<file path="config.mk">
export PLATFORM = sky130hd
export DESIGN_NAME = aluResStation
export DESIGN_NICKNAME = d
export VERILOG_FILES = /design/src/verilog/rsPkg.sv /design/src/verilog/aluResStation.sv /design/src/verilog/rsIssueSelect.sv /design/src/verilog/rsEntryArray.sv /design/src/verilog/rsWakeupMatch.sv /design/src/verilog/rsQueuePtrs.sv
export SDC_FILE = /design/constraint.sdc
export NUM_CORES = 2
export LEC_CHECK = 0
export BUFFER_PORTS_ARGS = -buffer_cell sky130_fd_sc_hd__buf_4
export CAP_MARGIN = 10
export CORE_MARGIN = 2
export CORE_UTILIZATION = 24
export CTS_BUF_LIST = sky130_fd_sc_hd__clkbuf_8
export DETAILED_ROUTE_END_ITERATION = 16
export GPL_TIMING_DRIVEN = 0
export SETUP_SLACK_MARGIN = 0.02
export SYNTH_ARGS = -nofsm -noshare
export SYNTH_HDL_FRONTEND = slang
export SYNTH_SLANG_ARGS = --single-unit
export TNS_END_PERCENT = 30
</file>
<file path="constraint.sdc">
create_clock -name clk -period 6.6 [get_ports clk]
set_input_delay 0.66 -clock clk [delete_from_list [all_inputs] [get_ports clk]]
set_output_delay 0.66 -clock clk [all_outputs]
set_load 0.01 [all_outputs]
</file>
<file path="src/verilog/rsPkg.sv">
package rsPkg;

    localparam int rsDepth    = 16;
    localparam int idxWidth   = $clog2(rsDepth);
    localparam int scanWindow = 8;                // entries examined from head for issue
    localparam int tagWidth   = 8;
    localparam int numBcast   = 4;

    typedef enum logic [3:0] {
        opAdd  = 4'd0,
        opSub  = 4'd1,
        opAnd  = 4'd2,
        opOr   = 4'd3,
        opXor  = 4'd4,
        opSll  = 4'd5,
        opSrl  = 4'd6,
        opSra  = 4'd7,
        opSlt  = 4'd8,
        opSltu = 4'd9
    } aluOpT;

    // one result broadcast from an execution unit
    typedef struct packed {
        logic                valid;
        logic [tagWidth-1:0] tag;
    } bcastT;

    typedef struct packed {
        logic [31:0]         instNum;
        logic [tagWidth-1:0] rd;
        logic                memToReg;
        logic                memRead;
        logic                memWrite;
        aluOpT               aluOp;
        logic                aluSrc2;
        logic [2:0]          funct3;
        logic [31:0]         imm;
        logic [tagWidth-1:0] src1;
        logic [tagWidth-1:0] src2;
    } rsOpT;

    // readiness as known at rename time
    typedef struct packed {
        rsOpT op;
        logic src1Ready;
        logic src2Ready;
    } rsAllocT;

endpackage
</file>
<file path="src/verilog/aluResStation.sv">
module aluResStation (
    input  logic            clk,
    input  logic            rstN,
    input  logic            exception,
    input  logic            allocValid,
    input  rsPkg::rsAllocT  alloc,
    output logic            allocReady,
    input  rsPkg::bcastT    bcast [rsPkg::numBcast],
    output logic            issueValid,
    output rsPkg::rsOpT     issueOp,
    input  logic            issueReady
);
    import rsPkg::*;

    logic                allocFire;
    logic [idxWidth-1:0] head;
    logic [idxWidth-1:0] tail;
    logic [rsDepth-1:0]  occupiedVec;
    logic [rsDepth-1:0]  readyVec;
    logic [tagWidth-1:0] src1Tags [rsDepth];
    logic [tagWidth-1:0] src2Tags [rsDepth];
    logic [rsDepth-1:0]  wake1Vec;
    logic [rsDepth-1:0]  wake2Vec;
    logic                allocWake1;
    logic                allocWake2;
    logic                grantValid;
    logic [idxWidth-1:0] grantIdx;
    rsOpT                grantOp;

    rsQueuePtrs ptrs0 (
        .clk         (clk),
        .rstN        (rstN),
        .exception   (exception),
        .allocValid  (allocValid),
        .occupiedVec (occupiedVec),
        .allocReady  (allocReady),
        .allocFire   (allocFire),
        .head        (head),
        .tail        (tail)
    );

    rsWakeupMatch wake0 (
        .bcast      (bcast),
        .src1Tags   (src1Tags),
        .src2Tags   (src2Tags),
        .allocSrc1  (alloc.op.src1),
        .allocSrc2  (alloc.op.src2),
        .wake1Vec   (wake1Vec),
        .wake2Vec   (wake2Vec),
        .allocWake1 (allocWake1),
        .allocWake2 (allocWake2)
    );

    rsEntryArray entries0 (
        .clk         (clk),
        .rstN        (rstN),
        .exception   (exception),
        .allocFire   (allocFire),
        .tail        (tail),
        .alloc       (alloc),
        .wake1Vec    (wake1Vec),
        .wake2Vec    (wake2Vec),
        .allocWake1  (allocWake1),
        .allocWake2  (allocWake2),
        .grantValid  (grantValid),
        .grantIdx    (grantIdx),
        .src1Tags    (src1Tags),
        .src2Tags    (src2Tags),
        .occupiedVec (occupiedVec),
        .readyVec    (readyVec),
        .grantOp     (grantOp)
    );

    rsIssueSelect select0 (
        .clk        (clk),
        .rstN       (rstN),
        .exception  (exception),
        .head       (head),
        .readyVec   (readyVec),
        .grantOp    (grantOp),
        .issueReady (issueReady),
        .grantValid (grantValid),
        .grantIdx   (grantIdx),
        .issueValid (issueValid),
        .issueOp    (issueOp)
    );

endmodule

</file>
<file path="src/verilog/rsIssueSelect.sv">
module rsIssueSelect (
    input  logic                        clk,
    input  logic                        rstN,
    input  logic                        exception,
    input  logic [rsPkg::idxWidth-1:0]  head,
    input  logic [rsPkg::rsDepth-1:0]   readyVec,
    input  rsPkg::rsOpT                 grantOp,
    input  logic                        issueReady,
    output logic                        grantValid,
    output logic [rsPkg::idxWidth-1:0]  grantIdx,
    output logic                        issueValid,
    output rsPkg::rsOpT                 issueOp
);
    import rsPkg::*;

    logic                found;
    logic [idxWidth-1:0] pickIdx;
    logic [idxWidth-1:0] scanIdx;
    logic                canLoad;

    // walk from the far end of the window back to head, the oldest hit wins
    always_comb begin
        found   = 1'b0;
        pickIdx = head;
        scanIdx = head;
        for (int k = scanWindow - 1; k >= 0; k--) begin
            scanIdx = head + idxWidth'(k);   // wraps with the ring
            if (readyVec[scanIdx]) begin
                found   = 1'b1;
                pickIdx = scanIdx;
            end
        end
    end

    assign canLoad    = !issueValid || issueReady;   // output empty or draining
    assign grantValid = found && canLoad;
    assign grantIdx   = pickIdx;

    always_ff @(posedge clk) begin
        if (!rstN || exception) begin
            issueValid <= 1'b0;
        end else if (canLoad) begin
            issueValid <= found;
        end
    end

    // held under back-pressure since no grant is made then
    always_ff @(posedge clk) begin
        if (grantValid) begin
            issueOp <= grantOp;
        end
    end

endmodule

</file>
<file path="src/verilog/rsEntryArray.sv">
module rsEntryArray (
    input  logic                        clk,
    input  logic                        rstN,
    input  logic                        exception,
    input  logic                        allocFire,
    input  logic [rsPkg::idxWidth-1:0]  tail,
    input  rsPkg::rsAllocT              alloc,
    input  logic [rsPkg::rsDepth-1:0]   wake1Vec,
    input  logic [rsPkg::rsDepth-1:0]   wake2Vec,
    input  logic                        allocWake1,
    input  logic                        allocWake2,
    input  logic                        grantValid,
    input  logic [rsPkg::idxWidth-1:0]  grantIdx,
    output logic [rsPkg::tagWidth-1:0]  src1Tags [rsPkg::rsDepth],
    output logic [rsPkg::tagWidth-1:0]  src2Tags [rsPkg::rsDepth],
    output logic [rsPkg::rsDepth-1:0]   occupiedVec,
    output logic [rsPkg::rsDepth-1:0]   readyVec,
    output rsPkg::rsOpT                 grantOp
);
    import rsPkg::*;

    rsOpT               ops [rsDepth];
    logic [rsDepth-1:0] ready1;
    logic [rsDepth-1:0] ready2;

    always_ff @(posedge clk) begin
        if (allocFire) begin
            ops[tail] <= alloc.op;
        end
    end

    always_ff @(posedge clk) begin
        if (!rstN || exception) begin
            occupiedVec <= '0;
            ready1      <= '0;
            ready2      <= '0;
        end else begin
            // stale tags in free slots must not wake anything
            for (int i = 0; i < rsDepth; i++) begin
                if (occupiedVec[i] && wake1Vec[i]) begin
                    ready1[i] <= 1'b1;
                end
                if (occupiedVec[i] && wake2Vec[i]) begin
                    ready2[i] <= 1'b1;
                end
            end

            if (grantValid) begin
                occupiedVec[grantIdx] <= 1'b0;   // freed as it moves to the issue register
            end

            // tail slot is never occupied while allocation is accepted
            if (allocFire) begin
                occupiedVec[tail] <= 1'b1;
                ready1[tail]      <= alloc.src1Ready || allocWake1;
                ready2[tail]      <= alloc.src2Ready || allocWake2;
            end
        end
    end

    always_comb begin
        for (int i = 0; i < rsDepth; i++) begin
            src1Tags[i] = ops[i].src1;
            src2Tags[i] = ops[i].src2;
        end
    end

    assign readyVec = occupiedVec & ready1 & ready2;
    assign grantOp  = ops[grantIdx];

endmodule

</file>
<file path="src/verilog/rsWakeupMatch.sv">
module rsWakeupMatch (
    input  rsPkg::bcastT                 bcast    [rsPkg::numBcast],
    input  logic [rsPkg::tagWidth-1:0]   src1Tags [rsPkg::rsDepth],
    input  logic [rsPkg::tagWidth-1:0]   src2Tags [rsPkg::rsDepth],
    input  logic [rsPkg::tagWidth-1:0]   allocSrc1,
    input  logic [rsPkg::tagWidth-1:0]   allocSrc2,
    output logic [rsPkg::rsDepth-1:0]    wake1Vec,
    output logic [rsPkg::rsDepth-1:0]    wake2Vec,
    output logic                         allocWake1,
    output logic                         allocWake2
);
    import rsPkg::*;

    // true when any valid broadcast carries this tag
    function automatic logic tagHit(
        input bcastT               bc [numBcast],
        input logic [tagWidth-1:0] tag
    );
        logic hit;
        hit = 1'b0;
        for (int b = 0; b < numBcast; b++) begin
            hit |= bc[b].valid && (bc[b].tag == tag);
        end
        return hit;
    endfunction

    // occupancy and current readiness are applied in the entry array
    always_comb begin
        for (int i = 0; i < rsDepth; i++) begin
            wake1Vec[i] = tagHit(bcast, src1Tags[i]);
            wake2Vec[i] = tagHit(bcast, src2Tags[i]);
        end
    end

    // bypass for the operation being written this cycle
    always_comb begin
        allocWake1 = tagHit(bcast, allocSrc1);
        allocWake2 = tagHit(bcast, allocSrc2);
    end

endmodule

</file>
<file path="src/verilog/rsQueuePtrs.sv">
module rsQueuePtrs (
    input  logic                        clk,
    input  logic                        rstN,
    input  logic                        exception,
    input  logic                        allocValid,
    input  logic [rsPkg::rsDepth-1:0]   occupiedVec,
    output logic                        allocReady,
    output logic                        allocFire,
    output logic [rsPkg::idxWidth-1:0]  head,
    output logic [rsPkg::idxWidth-1:0]  tail
);
    import rsPkg::*;

    logic [idxWidth:0] headPtr;   // msb is the wrap bit
    logic [idxWidth:0] tailPtr;
    logic [idxWidth:0] used;
    logic              headFree;

    assign used       = tailPtr - headPtr;
    assign allocReady = (used != (idxWidth + 1)'(rsDepth));
    assign allocFire  = allocValid && allocReady;

    assign head = headPtr[idxWidth-1:0];
    assign tail = tailPtr[idxWidth-1:0];

    // slot at head was already granted, so it can be reclaimed
    assign headFree = (headPtr != tailPtr) && !occupiedVec[head];

    always_ff @(posedge clk) begin
        if (!rstN || exception) begin
            headPtr <= '0;
            tailPtr <= '0;
        end else begin
            if (allocFire) begin
                tailPtr <= tailPtr + 1'b1;
            end
            if (headFree) begin
                headPtr <= headPtr + 1'b1;   // one slot per cycle at most
            end
        end
    end

endmodule

</file>
==> flow_summary.yaml <==
setup_path:
  cp-end-kind: "flip-flop"
  critical_path.cell_chain: "buf_4 -> clkinv_1 -> buf_6 -> ha_1 -> buf_2 -> mux4_2 -> mux4_2 -> a211oi_1 -> or2_2 -> a311o_1 -> buf_4 -> buf_4 -> clkbuf_1 -> nand2_1 -> nand3_1 -> a21oi_1 -> nor4_2"
  timing.critical_path.mode_cell: "sky130_fd_sc_hd__buf_4"
  setup.worst_path.start_class: "flip-flop"
  critical-path-slowest-cell: "sky130_fd_sc_hd__nor4_2"
  timing.critical_path.arrival_ps: 7200
  worst_path_largest_cell_delay_ps: 770
  critical_path.max_fanout: 10
  path_class: "reg -> reg"
  worstPathRequired_ps: 7260
clock_network:
  cts_tree: "built"
  cts-htree-levels: 5
  clock_sinks: 1742
  cts.path.max_buffers: 4
  insertion_delay_ps: 1020
  ctsRootBufferMaster: "sky130_fd_sc_hd__clkbuf_8"
  cts-buffers-inserted: 298
  clkTransAtPathRegs_ps: 70
yosys:
  synth.yosys.warnings: 0
  synth.top_cells.by_area: "sky130_fd_sc_hd__edfxtp_1, sky130_fd_sc_hd__xor2_1, sky130_fd_sc_hd__nand2_1, sky130_fd_sc_hd__nand3_1, sky130_fd_sc_hd__mux2i_1"
  synth_area_um2: 82720
  synth.distinct_cells: 61
  syn-instance-count: 6660
  mappedNetlistNets: 6818
  yosysSeqAreaShare_pct: 62.53
  ys_ff_latch: 1742
  synth_top_flop_cell: "sky130_fd_sc_hd__edfxtp_1"
  ys_async_sr_fraction_pct: 0
  postSynthAreaPerCell_um2: 12.42
  netlist.top_cell.by_area: "sky130_fd_sc_hd__edfxtp_1"
  synth_largest_type_area_fraction_pct: 61.10
  synth_enable_flop_cells: 1683
grt:
  number_of_global_route_vias_before_repair: 57460
  grt_first_pass_wirelength_mm: 471.8
  grt_start_max_net_pins: 73
  antenna_found_initial: 56
  global_route.overflow_total: 0
  gr_usage_total_pct: 19.34
route:
  dr.first_iter.drc_count: 8083
  final_antenna_net_count: 0
  vias: 59900
  drt-pass1-iter-count: 12
  post-route-drc-count: 0
  totalWireLength_mm: 350.0
  drt-vias-per-instance: 4.960
  route.detailed.wl_per_inst_um: 28.98
sta:
  period_share_pct: 99.06
  whs_ps: 143.4
  final_hold_viol_count: 0
  timing.final.crit_period_ps: 6538
  slew_viol_final: 0
  setup_viol_count_final: 0
  tns_ps: 0
  post_route_clock_skew_ps: 108.1
  fmax_mhz: 153.0
  max-slew-margin-rel_pct: 4.136
  grt_setup_unrepaired: "true"
  worst-slew-pin-transition_ps: 1438
placed_design:
  port_buffers: 206
  placedCellCount: 11460
  finalWeightedCongestion: 0.9490
  dp.final_hpwl_mm: 236.6
die:
  boundaryPins: 243
  initial_core_util_pct: 24.12
  die_width_um: 591.1
  die_y_um: 591.1
  die-area_um2: 349400
  floorplan.core_area_um2: 343000
  core.rowCount: 215
run_status:
  outcome: "completed"
finish:
  num-fill-cells: 34980
  final_layout_size_suffix_gt1_share_pct: 15.16
  final_net_count: 7452
  final_common_cell: "sky130_fd_sc_hd__edfxtp_1"
  multi_input_area_um2: 27920
  seq_area_um2: 51720
  area_delta_synth_final_pct: 17.99
  final_cell_mix: "sky130_fd_sc_hd__edfxtp_1, sky130_fd_sc_hd__nand2_1, sky130_fd_sc_hd__xor2_1"
  final_cell_count_no_fill: 12080
run:
  max_cap_viol_count: 0
power_and_ir_drop:
  finalPower_uw: 23400
  power.density_nw_per_um2: 239.8
  power.ir.vdd_worst_mv: 0.1672
  cellLeakagePower_uw: 0.03301
worst_hold_path:
  hold_class: "in -> reg"
## worst paths after layout
check / start / end / slack [ps] / depth (start not counted)
min reg2reg: ptrs0.tailPtr[4]$_SDFFE_PP0P_ / ptrs0.tailPtr[4]$_SDFFE_PP0P_ / 530 / 2
max reg2reg: ptrs0.headPtr[0]$_SDFFE_PP0P_ / select0.issueOp[95]$_DFFE_PN_ / 60 / 17
min: alloc[5] / entries0.ops[15][3]$_DFFE_PP_ / 140 / 1
max: ptrs0.headPtr[0]$_SDFFE_PP0P_ / select0.issueOp[95]$_DFFE_PN_ / 60 / 17
## area by class of cell
cell class / count / area share [%]
Antenna cell: 13 / 0.03333
Buffer: 699 / 3.459
Clock buffer: 306 / 4.315
Clock inverter: 207 / 1.195
Inverter: 27 / 0.1910
Multi-Input combinational cell: 4192 / 28.61
Sequential cell: 1742 / 52.99
Tap cell: 4557 / 5.842
Timing Repair Buffer: 334 / 3.358
## logic make-up (layout without fill, tap and decap cells)
| kind of cell | after synthesis | count (layout) | synth area share (%) |
|---|---|---|---|
| flops | 1742 | 1742 | 62.53 |
| compound gates | 617 | 617 | 5.323 |
| other cells | 0 | 13 | 0 |
| xor+xnor | 1109 | 1109 | 11.74 |
| buf+inv | 726 | 1573 | 3.981 |
| fa+ha+maj | 16 | 16 | 0.2420 |
| mux | 252 | 252 | 3.685 |
| simple gates | 2198 | 2198 | 12.50 |
## registers in the layout, summed over array words and instances, names as in the netlist
name / cells
entries0.occupiedVec: 16
select0.issueOp: 99
entries0.ready2: 16
entries0.ops: 1584
ptrs0.tailPtr: 5
ptrs0.headPtr: 5
select0.issueValid: 1
entries0.ready1: 16
## metrics by stage
step | util [%] | area [um^2] | setup WS, ps
after global placement | 26.23 | 89970 | -2578
after detailed placement | 26.53 | 90990 | -1087
after global routing | 28.45 | 97570 | -85.86
after CTS | 28.38 | 97350 | 23.83
final | 28.45 | 97590 | 62.34
after floorplan | - | 82720 | 813.4
## cell usage after synthesis, types with 3 or more instances
cell / count
sky130_fd_sc_hd__clkbuf_1: 354
sky130_fd_sc_hd__o21ai_0: 10
sky130_fd_sc_hd__nand2b_1: 4
sky130_fd_sc_hd__nor2b_1: 3
sky130_fd_sc_hd__o31ai_1: 6
sky130_fd_sc_hd__edfxtp_1: 1683
sky130_fd_sc_hd__nand2_1: 1169
sky130_fd_sc_hd__clkinv_1: 3
sky130_fd_sc_hd__buf_2: 119
sky130_fd_sc_hd__buf_4: 56
sky130_fd_sc_hd__a21oi_1: 291
sky130_fd_sc_hd__nor3_1: 131
sky130_fd_sc_hd__ha_1: 16
sky130_fd_sc_hd__o32ai_1: 8
sky130_fd_sc_hd__o311a_1: 10
sky130_fd_sc_hd__o41ai_1: 9
sky130_fd_sc_hd__and2_1: 4
sky130_fd_sc_hd__buf_6: 15
sky130_fd_sc_hd__nand3_1: 427
sky130_fd_sc_hd__a21boi_0: 3
sky130_fd_sc_hd__mux2i_1: 210
sky130_fd_sc_hd__a32oi_1: 10
sky130_fd_sc_hd__nor2_1: 53
sky130_fd_sc_hd__nor4_1: 181
sky130_fd_sc_hd__mux4_2: 42
sky130_fd_sc_hd__a211oi_1: 35
sky130_fd_sc_hd__xnor2_1: 209
sky130_fd_sc_hd__a32o_1: 172
sky130_fd_sc_hd__nor4_2: 51
sky130_fd_sc_hd__buf_1: 78
sky130_fd_sc_hd__o32a_1: 10
sky130_fd_sc_hd__xor2_1: 900
sky130_fd_sc_hd__clkbuf_2: 77
sky130_fd_sc_hd__and3_1: 17
sky130_fd_sc_hd__inv_1: 21
sky130_fd_sc_hd__dfxtp_1: 59
sky130_fd_sc_hd__o211ai_1: 16
sky130_fd_sc_hd__inv_2: 3
sky130_fd_sc_hd__a31oi_1: 17
sky130_fd_sc_hd__nand4_1: 150
sky130_fd_sc_hd__a211o_1: 3
## report_power, final
group	total, uW	internal, uW	switching (uW)
Combinational	1940	542	1400
Sequential	12200	12200	20.0
Clock	9220	4670	4550
Total	23400	17400	5970
## timing repair
action | 4_1_cts | 5_1_grt
endpoints found under the setup margin | 97 | 97
pin swaps | 2 | 2
gates resized for setup | 35 | 61
hold endpoints to repair | 1310 | 0
hold buffers | 83 | 0
setup buffers | 2 | 4
gates cloned | 0 | 0
## routing by layer
metal | part of all wire (%) | global-route usage (%) | vias up
met5 | 0.042 | 0 | -
met4 | 4.7 | 7.787 | 22
met3 | 9.3 | 4.002 | 762
met2 | 44 | 29.63 | 3469
met1 | 42 | 26.57 | 30220
li1 | - | - | 25420
## worst max-delay path, delay by kind of cell (launching register included)
| family | cells | cell delay (ps) |
|---|---|---|
| flops | 1 | 370 |
| fa+ha+maj | 1 | 440 |
| simple gates | 4 | 1220 |
| mux | 2 | 1170 |
| buf+inv | 7 | 2370 |
| compound gates | 3 | 710 |
Note: power is estimated with default switching activity, not from simulation.
